==> src/verilog/simd_pkg.sv <==
package simd_pkg;

    // Datapath widths
    localparam int data_width = 18;
    localparam int mem_data_width = 9;

    // Threads held in each lane
    localparam int thread_count = 4;
    localparam int thread_width = 2;

    // Registers per thread
    localparam int reg_count = 16;
    localparam int reg_addr_width = 4;

    localparam int block_idx_width = 18;

    // Lanes in the core
    localparam int lane_count = 2;

    // Stages between the result stage and the writeback register
    localparam int wb_delay = 3;

    // Special register that reads as the global lane id
    localparam int lane_id_reg = 1;

    // Shift amount is taken from the low bits of operand b
    localparam int shamt_width = 5;

    // Integer opcodes
    typedef enum logic [3:0] {
        op_add = 4'd0,
        op_sub = 4'd1,
        op_and = 4'd2,
        op_or  = 4'd3,
        op_xor = 4'd4,
        op_shl = 4'd5,
        op_shr = 4'd6,
        // Unsigned less-than, 1 or 0
        op_slt = 4'd7,
        // Equality, 1 or 0
        op_seq = 4'd8
    } alu_op_e;

endpackage

==> src/verilog/lane_regfile.sv <==
`timescale 1ns/1ps

module lane_regfile #(
    parameter int lane_idx = 0
) (
    input  logic clk,
    input  logic [simd_pkg::thread_width-1:0] read_thread,
    input  logic [simd_pkg::reg_addr_width-1:0] rs1,
    input  logic [simd_pkg::reg_addr_width-1:0] rs2,
    input  logic [simd_pkg::block_idx_width-1:0] block_idx,
    input  logic write_en,
    input  logic pred_write_en,
    input  logic [simd_pkg::thread_width-1:0] write_thread,
    input  logic [simd_pkg::reg_addr_width-1:0] write_rd,
    input  logic [simd_pkg::data_width-1:0] write_data,
    input  logic pred_in,
    output logic [simd_pkg::data_width-1:0] reg1,
    output logic [simd_pkg::data_width-1:0] reg2,
    output logic pred_out
);

    // One register bank and one predicate bit per thread
    logic [simd_pkg::data_width-1:0] regs [simd_pkg::thread_count][simd_pkg::reg_count];
    logic [simd_pkg::thread_count-1:0] pred;

    logic [simd_pkg::data_width-1:0] lane_id;
    logic write_allowed;

    // Global lane id, block index scaled by the lane count
    assign lane_id = simd_pkg::data_width'(block_idx) *
                     simd_pkg::data_width'(simd_pkg::lane_count) +
                     simd_pkg::data_width'(lane_idx);

    function automatic logic [simd_pkg::data_width-1:0] read_port(
        input logic [simd_pkg::reg_addr_width-1:0] addr
    );
        logic [simd_pkg::data_width-1:0] value;
        if (addr == '0) begin
            value = '0;
        end else if (addr == simd_pkg::reg_addr_width'(simd_pkg::lane_id_reg)) begin
            value = lane_id;
        end else begin
            value = regs[read_thread][addr];
        end
        return value;
    endfunction

    always_comb begin
        reg1 = read_port(rs1);
        reg2 = read_port(rs2);
        pred_out = pred[read_thread];
    end

    // Zero and lane-id registers are read only
    assign write_allowed = write_en && (write_rd != '0) &&
        (write_rd != simd_pkg::reg_addr_width'(simd_pkg::lane_id_reg));

    always_ff @(posedge clk) begin
        if (write_allowed) begin
            regs[write_thread][write_rd] <= write_data;
        end
        if (pred_write_en) begin
            pred[write_thread] <= pred_in;
        end
    end

endmodule

==> src/verilog/int_alu.sv <==
`timescale 1ns/1ps

module int_alu (
    input  logic [simd_pkg::data_width-1:0] reg1,
    input  logic [simd_pkg::data_width-1:0] reg2,
    input  logic [simd_pkg::data_width-1:0] imm,
    input  logic is_imm,
    input  simd_pkg::alu_op_e op,
    output logic [simd_pkg::data_width-1:0] result
);

    logic [simd_pkg::data_width-1:0] op_b;
    logic [simd_pkg::shamt_width-1:0] shamt;

    // Second operand from the immediate or the register
    assign op_b = is_imm ? imm : reg2;
    assign shamt = op_b[simd_pkg::shamt_width-1:0];

    always_comb begin
        case (op)
            simd_pkg::op_add: begin
                result = reg1 + op_b;
            end
            simd_pkg::op_sub: begin
                result = reg1 - op_b;
            end
            simd_pkg::op_and: begin
                result = reg1 & op_b;
            end
            simd_pkg::op_or: begin
                result = reg1 | op_b;
            end
            simd_pkg::op_xor: begin
                result = reg1 ^ op_b;
            end
            simd_pkg::op_shl: begin
                result = reg1 << shamt;
            end
            // Logical shift, zeros enter from the top
            simd_pkg::op_shr: begin
                result = reg1 >> shamt;
            end
            simd_pkg::op_slt: begin
                result = simd_pkg::data_width'(reg1 < op_b);
            end
            simd_pkg::op_seq: begin
                result = simd_pkg::data_width'(reg1 == op_b);
            end
            default: begin
                result = '0;
            end
        endcase
    end

endmodule

==> src/verilog/simd_lane.sv <==
`timescale 1ns/1ps

module simd_lane #(
    parameter int lane_idx = 0
) (
    input  logic clk,
    input  logic rst_n,
    input  logic issue,
    input  logic stall,
    input  logic [simd_pkg::thread_width-1:0] thread_num,
    input  logic [simd_pkg::block_idx_width-1:0] block_idx,
    input  simd_pkg::alu_op_e op,
    input  logic [simd_pkg::data_width-1:0] imm,
    input  logic [simd_pkg::reg_addr_width-1:0] rs1,
    input  logic [simd_pkg::reg_addr_width-1:0] rs2,
    input  logic [simd_pkg::reg_addr_width-1:0] rd,
    input  logic is_int,
    input  logic is_imm,
    input  logic is_mem,
    input  logic is_memwrite,
    input  logic is_pred_set,
    input  logic is_pred_get,
    input  logic [simd_pkg::mem_data_width-1:0] mem_read_data,
    output logic mem_write_en,
    output logic [simd_pkg::data_width-1:0] mem_addr,
    output logic [simd_pkg::mem_data_width-1:0] mem_write_data
);

    // Register file read side
    logic [simd_pkg::data_width-1:0] rf_reg1;
    logic [simd_pkg::data_width-1:0] rf_reg2;
    logic rf_pred;

    // Operand latch
    logic op_valid;
    simd_pkg::alu_op_e op_op;
    logic [simd_pkg::data_width-1:0] op_imm;
    logic [simd_pkg::data_width-1:0] op_reg1;
    logic [simd_pkg::data_width-1:0] op_reg2;
    logic [simd_pkg::reg_addr_width-1:0] op_rd;
    logic [simd_pkg::thread_width-1:0] op_thread;
    logic op_is_int;
    logic op_is_imm;
    logic op_is_mem;
    logic op_is_memwrite;
    logic op_is_pred_set;
    logic op_guard;
    logic op_is_load;

    logic [simd_pkg::data_width-1:0] alu_result;

    // Result stage
    logic res_valid;
    logic [simd_pkg::data_width-1:0] res_result;
    logic res_is_load;
    logic [simd_pkg::reg_addr_width-1:0] res_rd;
    logic [simd_pkg::thread_width-1:0] res_thread;
    logic res_regwrite;
    logic res_pred_write;
    logic [simd_pkg::data_width-1:0] res_data;

    // Delay line, index 0 is the youngest
    logic [simd_pkg::wb_delay-1:0] dl_valid;
    logic [simd_pkg::wb_delay-1:0] dl_regwrite;
    logic [simd_pkg::wb_delay-1:0] dl_pred_write;
    logic [simd_pkg::wb_delay-1:0] dl_pred_val;
    logic [simd_pkg::data_width-1:0] dl_data [simd_pkg::wb_delay];
    logic [simd_pkg::reg_addr_width-1:0] dl_rd [simd_pkg::wb_delay];
    logic [simd_pkg::thread_width-1:0] dl_thread [simd_pkg::wb_delay];

    // Writeback register
    logic wb_valid;
    logic wb_regwrite;
    logic wb_pred_write;
    logic wb_pred_val;
    logic [simd_pkg::data_width-1:0] wb_data;
    logic [simd_pkg::reg_addr_width-1:0] wb_rd;
    logic [simd_pkg::thread_width-1:0] wb_thread;

    lane_regfile #(
        .lane_idx(lane_idx)
    ) regfile_i (
        .clk(clk),
        .read_thread(thread_num),
        .rs1(rs1),
        .rs2(rs2),
        .block_idx(block_idx),
        .write_en(wb_valid & wb_regwrite),
        .pred_write_en(wb_valid & wb_pred_write),
        .write_thread(wb_thread),
        .write_rd(wb_rd),
        .write_data(wb_data),
        .pred_in(wb_pred_val),
        .reg1(rf_reg1),
        .reg2(rf_reg2),
        .pred_out(rf_pred)
    );

    int_alu alu_i (
        .reg1(op_reg1),
        .reg2(op_reg2),
        .imm(op_imm),
        .is_imm(op_is_imm),
        .op(op_op),
        .result(alu_result)
    );

    // Valid is a one-cycle pulse, payload holds under stall
    always_ff @(posedge clk) begin
        if (!rst_n) begin
            op_valid <= 1'b0;
            op_op <= simd_pkg::op_add;
            op_imm <= '0;
            op_reg1 <= '0;
            op_reg2 <= '0;
            op_rd <= '0;
            op_thread <= '0;
            op_is_int <= 1'b0;
            op_is_imm <= 1'b0;
            op_is_mem <= 1'b0;
            op_is_memwrite <= 1'b0;
            op_is_pred_set <= 1'b0;
            op_guard <= 1'b0;
        end else begin
            op_valid <= issue & ~stall;
            if (issue && !stall) begin
                op_op <= op;
                op_imm <= imm;
                op_reg1 <= rf_reg1;
                op_reg2 <= rf_reg2;
                op_rd <= rd;
                op_thread <= thread_num;
                op_is_int <= is_int;
                op_is_imm <= is_imm;
                op_is_mem <= is_mem;
                op_is_memwrite <= is_memwrite;
                op_is_pred_set <= is_pred_set;
                // Unguarded unless the thread predicate is requested
                op_guard <= ~is_pred_get | rf_pred;
            end
        end
    end

    assign op_is_load = op_is_mem & ~op_is_memwrite;

    // Memory port
    assign mem_write_en = op_valid & op_is_mem & op_is_memwrite & op_guard;
    assign mem_addr = op_reg1;
    assign mem_write_data = op_reg2[simd_pkg::mem_data_width-1:0];

    always_ff @(posedge clk) begin
        if (!rst_n) begin
            res_valid <= 1'b0;
        end else begin
            res_valid <= op_valid;
        end
    end

    always_ff @(posedge clk) begin
        res_result <= alu_result;
        res_is_load <= op_is_load;
        res_rd <= op_rd;
        res_thread <= op_thread;
        res_regwrite <= op_guard & (op_is_int | op_is_load);
        res_pred_write <= op_guard & op_is_int & op_is_pred_set;
    end

    // Load data arrives during the result stage
    assign res_data = res_is_load ?
        {{(simd_pkg::data_width - simd_pkg::mem_data_width){1'b0}}, mem_read_data} :
        res_result;

    always_ff @(posedge clk) begin
        if (!rst_n) begin
            dl_valid <= '0;
            wb_valid <= 1'b0;
        end else begin
            dl_valid <= {dl_valid[simd_pkg::wb_delay-2:0], res_valid};
            wb_valid <= dl_valid[simd_pkg::wb_delay-1];
        end
    end

    always_ff @(posedge clk) begin
        dl_regwrite <= {dl_regwrite[simd_pkg::wb_delay-2:0], res_regwrite};
        dl_pred_write <= {dl_pred_write[simd_pkg::wb_delay-2:0], res_pred_write};
        dl_pred_val <= {dl_pred_val[simd_pkg::wb_delay-2:0], res_result[0]};
        dl_data[0] <= res_data;
        dl_rd[0] <= res_rd;
        dl_thread[0] <= res_thread;
        for (int i = 1; i < simd_pkg::wb_delay; i++) begin
            dl_data[i] <= dl_data[i-1];
            dl_rd[i] <= dl_rd[i-1];
            dl_thread[i] <= dl_thread[i-1];
        end
        // Writeback register takes the oldest stage
        wb_regwrite <= dl_regwrite[simd_pkg::wb_delay-1];
        wb_pred_write <= dl_pred_write[simd_pkg::wb_delay-1];
        wb_pred_val <= dl_pred_val[simd_pkg::wb_delay-1];
        wb_data <= dl_data[simd_pkg::wb_delay-1];
        wb_rd <= dl_rd[simd_pkg::wb_delay-1];
        wb_thread <= dl_thread[simd_pkg::wb_delay-1];
    end

endmodule

==> src/verilog/simd_core.sv <==
`timescale 1ns/1ps

module simd_core (
    input  logic clk,
    input  logic rst_n,
    input  logic issue,
    input  logic stall,
    input  logic [simd_pkg::thread_width-1:0] thread_num,
    input  logic [simd_pkg::block_idx_width-1:0] block_idx,
    input  simd_pkg::alu_op_e op,
    input  logic [simd_pkg::data_width-1:0] imm,
    input  logic [simd_pkg::reg_addr_width-1:0] rs1,
    input  logic [simd_pkg::reg_addr_width-1:0] rs2,
    input  logic [simd_pkg::reg_addr_width-1:0] rd,
    input  logic is_int,
    input  logic is_imm,
    input  logic is_mem,
    input  logic is_memwrite,
    input  logic is_pred_set,
    input  logic is_pred_get,
    input  logic [simd_pkg::lane_count*simd_pkg::mem_data_width-1:0] mem_read_data,
    output logic [simd_pkg::lane_count-1:0] mem_write_en,
    output logic [simd_pkg::lane_count*simd_pkg::data_width-1:0] mem_addr,
    output logic [simd_pkg::lane_count*simd_pkg::mem_data_width-1:0] mem_write_data
);

    // Same instruction to every lane, slice g of each memory bus to lane g
    for (genvar g = 0; g < simd_pkg::lane_count; g++) begin : gen_lane
        simd_lane #(
            .lane_idx(g)
        ) lane_i (
            .clk(clk),
            .rst_n(rst_n),
            .issue(issue),
            .stall(stall),
            .thread_num(thread_num),
            .block_idx(block_idx),
            .op(op),
            .imm(imm),
            .rs1(rs1),
            .rs2(rs2),
            .rd(rd),
            .is_int(is_int),
            .is_imm(is_imm),
            .is_mem(is_mem),
            .is_memwrite(is_memwrite),
            .is_pred_set(is_pred_set),
            .is_pred_get(is_pred_get),
            .mem_read_data(mem_read_data[g*simd_pkg::mem_data_width +: simd_pkg::mem_data_width]),
            .mem_write_en(mem_write_en[g]),
            .mem_addr(mem_addr[g*simd_pkg::data_width +: simd_pkg::data_width]),
            .mem_write_data(mem_write_data[g*simd_pkg::mem_data_width +: simd_pkg::mem_data_width])
        );
    end

endmodule

==> config.mk <==
export PLATFORM = sky130hd
export DESIGN_NAME = simd_core
export DESIGN_NICKNAME = d
export VERILOG_FILES = /design/src/verilog/simd_pkg.sv /design/src/verilog/lane_regfile.sv /design/src/verilog/int_alu.sv /design/src/verilog/simd_lane.sv /design/src/verilog/simd_core.sv
export SDC_FILE = /design/constraint.sdc
export NUM_CORES = 2
export LEC_CHECK = 0
export BUFFER_PORTS_ARGS = -buffer_cell sky130_fd_sc_hd__buf_2
export CAP_MARGIN = 20
export CORE_AREA = 3 3 410 615
export CTS_CLUSTER_SIZE = 24
export DETAILED_ROUTE_END_ITERATION = 7
export DIE_AREA = 0 0 413 618
export HOLD_SLACK_MARGIN = 0.12
export PLACE_DENSITY_LB_ADDON = 0.15
export SYNTH_ARGS = -nofsm -noshare
export SYNTH_HDL_FRONTEND = slang
export SYNTH_SLANG_ARGS = --single-unit
==> constraint.sdc <==
create_clock -name clk -period 10.7 [get_ports clk]
set_clock_uncertainty 0.05 [all_clocks]
set_input_delay 1.605 -clock clk [delete_from_list [all_inputs] [get_ports clk]]
set_output_delay 1.605 -clock clk [all_outputs]
set_load 0.01 [all_outputs]
==> out/metrics.csv <==
stage,metric,value,unit
run_status,outcome,"finished, final reports clean",
clock_tree,cts_max_path_buffers,4,
finish,final_cell_mix,"edfxtp_1 (2308), mux4_2 (774), nand2_1 (364), dfxtp_1 (314), conb_1 (284)",
synthesis,synth.distinct_cells,83,
clock_tree,root_buffer,clkbuf_16,
synthesis,synth_edf_count,2308,
synthesis,ys_dominant_reg_cell,edfxtp_1,
placement,hpwlAfterDp,227,mm
power_and_ir_drop,intPower,17.8,mW
floorplanning,die_w,413,um
global_routing,overflow,0,
synthesis,synth_warnings,0,
drt,viasPerCell,6.16,
clock_tree,ctsResizeCount,0,
timing,slew_headroom,6.60,%
finish,post-route-cell-area,126000,um^2
clock_tree,h-tree-depth,4,
timing,min_period,5760,ps
timing,finalHoldViolations,0,
floorplanning,core.rowCount,224,
placement,port_buffers,136,
synthesis,synth_seq_cells,2660,
power_and_ir_drop,seq_power_share,51.7,%
finish,fin_nets,6913,
drt,first_iter_violations,7626,
synthesis,synthArstFlopShare,0,%
floorplanning,ios,138,
setup_path,rr_worst_depth,13,
setup_path,startpoint_type,flop,
power_and_ir_drop,p_leak,42.6,nW
setup_path,crit_chain,buf_4 -> mux2i_4 -> buf_4 -> inv_2 -> ha_1 -> a211o_1 -> a2111oi_0 -> nor3_1 -> o41ai_2 -> o21ai_0 -> a221oi_1 -> mux2i_1 -> a21o_1,
timing,rsz0062_at_grt,false,
synthesis,syn_area_per_cell,17.9,um^2
drt,drcViolationCount,0,
setup_path,cp_data_arrival_time,6500,ps
finish,final_common_cell,edfxtp_1,
global_routing,grt_usage,27.2,%
power_and_ir_drop,switchingPower,5.70,mW
setup_path,crit_path_end_kind,flop,
floorplanning,die_y,618,um
setup_path,worstPathMaxFanout,36,
worst_hold_path,worstHoldPathType,reg -> reg,
global_routing,antenna_found_initial,33,
setup_path,critical_path_class,reg -> reg,
floorplanning,start_util,44.9,%
finish,drive_gt1_share,26.0,%
clock_tree,cts_tree,yes,
power_and_ir_drop,swShare,24.3,%
power_and_ir_drop,clkPwrFrac,37.7,%
drt,ant_nets,0,
clock_tree,clock_sinks,2660,
timing,worstMarginPinSlew,1400,ps
clock_tree,postCtsSetupBuffers,0,
setup_path,r2r_setup_slack,4940,ps
clock_tree,clk_latency,880,ps
flow_run,maxCapViolations,0,
global_routing,grt_pass1_wl,487,mm
clock_tree,numCtsBuffers,242,
drt,vias,62936,
clock_tree,cts.clk_slew.worst_paths,80,ps
global_routing,grt_max_degree,119,
power_and_ir_drop,power_density,186,nW/um^2
finish,areaGrowthSynthToFinish,13.4,%
floorplanning,fp.coreArea,248000,um^2
clock_tree,postCtsHoldBufs,0,
setup_path,critPathMostFrequentCell,buf_4,
setup_path,worstPathRequired,11440,ps
synthesis,synthCells,6207,
timing,drv_slew,0,
setup_path,critPathSlowestCell,dfxtp_2,
setup_path,cp_slowest_stage_delay,740,ps
timing,setup_tns,0,ps
timing,min_period_over_period,53.9,%
placement,place_congestion,0.974,
power_and_ir_drop,max-vdd-ir-drop,0.209,mV
drt,wl,349,mm
timing,finalSetupViolCount,0,
timing,max_clock_freq,0.173,GHz
drt,wl_per_cell,34.1,um
floorplanning,design.die.area,255000,um^2
global_routing,grt_pass1_vias,62498,
drt,drt_first_pass_iters,8,
worst_hold_path,hold-path-cell-count,0,
power_and_ir_drop,combinationalPowerShare,10.6,%
placement,dpl_cell_area,118000,um^2
synthesis,syn_area,111000,um^2
synthesis,seq_area_frac_synth,68.7,%
[synthesized netlist by cell type (all sizes together), types with 49 or more instances]
cell type     n  share of area (%)
a22oi        49               0.33
nor2b        53               0.30
nand2       365                1.2
mux2i       247                2.3
nor2        270               0.91
o21ai       149               0.67
buf         206                1.1
dfxtp       352                6.3
nor3         52               0.23
ha          110                1.2
edfxtp     2308                 62
inv         139               0.47
a21oi       165               0.74
a221oi      105               0.83
clkbuf      210               0.71
o211ai       71               0.48
mux4        774                 16
[kinds of logic (layout without fill, tap and decap cells)]
family / count (synthesis) / in the layout / share of synthesized area, %
compound gates: 867 / 867 / 5.46
buf+inv: 558 / 987 / 2.33
simple gates: 922 / 922 / 3.70
flops: 2660 / 2660 / 68.7
fa+ha+maj: 114 / 114 / 1.31
mux: 1069 / 1069 / 18.4
other cells: 1 / 310 / 0.00337
xor+xnor: 16 / 16 / 0.126
[power groups by stage]
stage                     clock network (mW)  registers [mW]  logic (mW)
final                                   8.86            12.1        2.49
after global routing                    9.41            12.2        2.61
after floorplan                            0            12.5        1.18
after global placement                     0            12.5        2.19
after detailed placement                   0            12.5        2.23
after CTS                               9.04            12.3        2.24
[area by class of cell]
class / count / area [um^2]
Tap cell: 3277 / 4100
Sequential cell: 2660 / 76400
Inverter: 142 / 536
Fill cell: 20268 / 122000
Multi-Input combinational cell: 3272 / 33900
Clock inverter: 154 / 1590
Timing Repair Buffer: 399 / 3100
Clock buffer: 292 / 6440
Antenna cell: 26 / 65.1
[per-stage QoR]
| stage | power [mW] | hold WS [ps] | cells | setup slack (ps) | util [%] |
|---|---|---|---|---|---|
| floorplan | 13.7 | 260 | 6490 | 6380 | - |
| global placement | 14.7 | 265 | 9716 | 4720 | 47.4 |
| detailed placement | 14.8 | 262 | 9725 | 4670 | 47.5 |
| CTS | 23.6 | 253 | 10171 | 5020 | 50.7 |
| global route | 24.2 | 259 | 10210 | 4760 | 50.9 |
| finish | 23.5 | 258 | 10222 | 4940 | 50.9 |
[final timing paths]
kind / from / endpoint
worst max-delay path: gen_lane[0].lane_i.op_is_imm$_SDFFE_PN0P_ / gen_lane[1].lane_i.res_result[17]$_SDFF_PN0_
worst min-delay path: gen_lane[1].lane_i.dl_data[0][3]$_DFF_P_ / gen_lane[1].lane_i.dl_data[1][3]$_DFF_P_
worst max register to register: gen_lane[0].lane_i.op_is_imm$_SDFFE_PN0P_ / gen_lane[1].lane_i.res_result[17]$_SDFF_PN0_
worst min register to register: gen_lane[1].lane_i.dl_data[0][3]$_DFF_P_ / gen_lane[1].lane_i.dl_data[1][3]$_DFF_P_
[registers in the layout (all words and copies together), names as in the netlist, 3 cells and up]
signal and flops:
gen_lane.lane_i.wb_rd 4, gen_lane.lane_i.res_rd 4, gen_lane.lane_i.op_imm 18, gen_lane.lane_i.mem_addr 36, gen_lane.lane_i.regfile_i.pred 8, gen_lane.lane_i.res_result 36
gen_lane.lane_i.regfile_i.regs 2300, gen_lane.lane_i.op_op 4, gen_lane.lane_i.dl_data 108, gen_lane.lane_i.op_rd 4, gen_lane.lane_i.dl_pred_val 6, gen_lane.lane_i.op_reg2 36
gen_lane.lane_i.dl_regwrite 6, gen_lane.lane_i.dl_pred_write 6, gen_lane.lane_i.dl_rd 12, gen_lane.lane_i.dl_thread 6, gen_lane.lane_i.dl_valid 3, gen_lane.lane_i.wb_data 36
[metal layers]
metal	share of wire [%]	GRT usage (%)	routed length, um	vias up
li1	-	-	-	25978
met1	38	35.6	133000	33389
met2	48	44.2	169000	2854
met3	7.5	4.79	26300	701
met4	5.8	13.3	20300	14
met5	0.029	0	101	-
[worst max-delay path, delay by kind of cell, from the launching register on]
family | cells | cell delay, ps
compound gates | 6 | 2490
buf+inv | 3 | 1300
flops | 1 | 740
mux | 2 | 530
fa+ha+maj | 1 | 330
simple gates | 1 | 200
No activity file was read; power rests on OpenSTA's default activity.
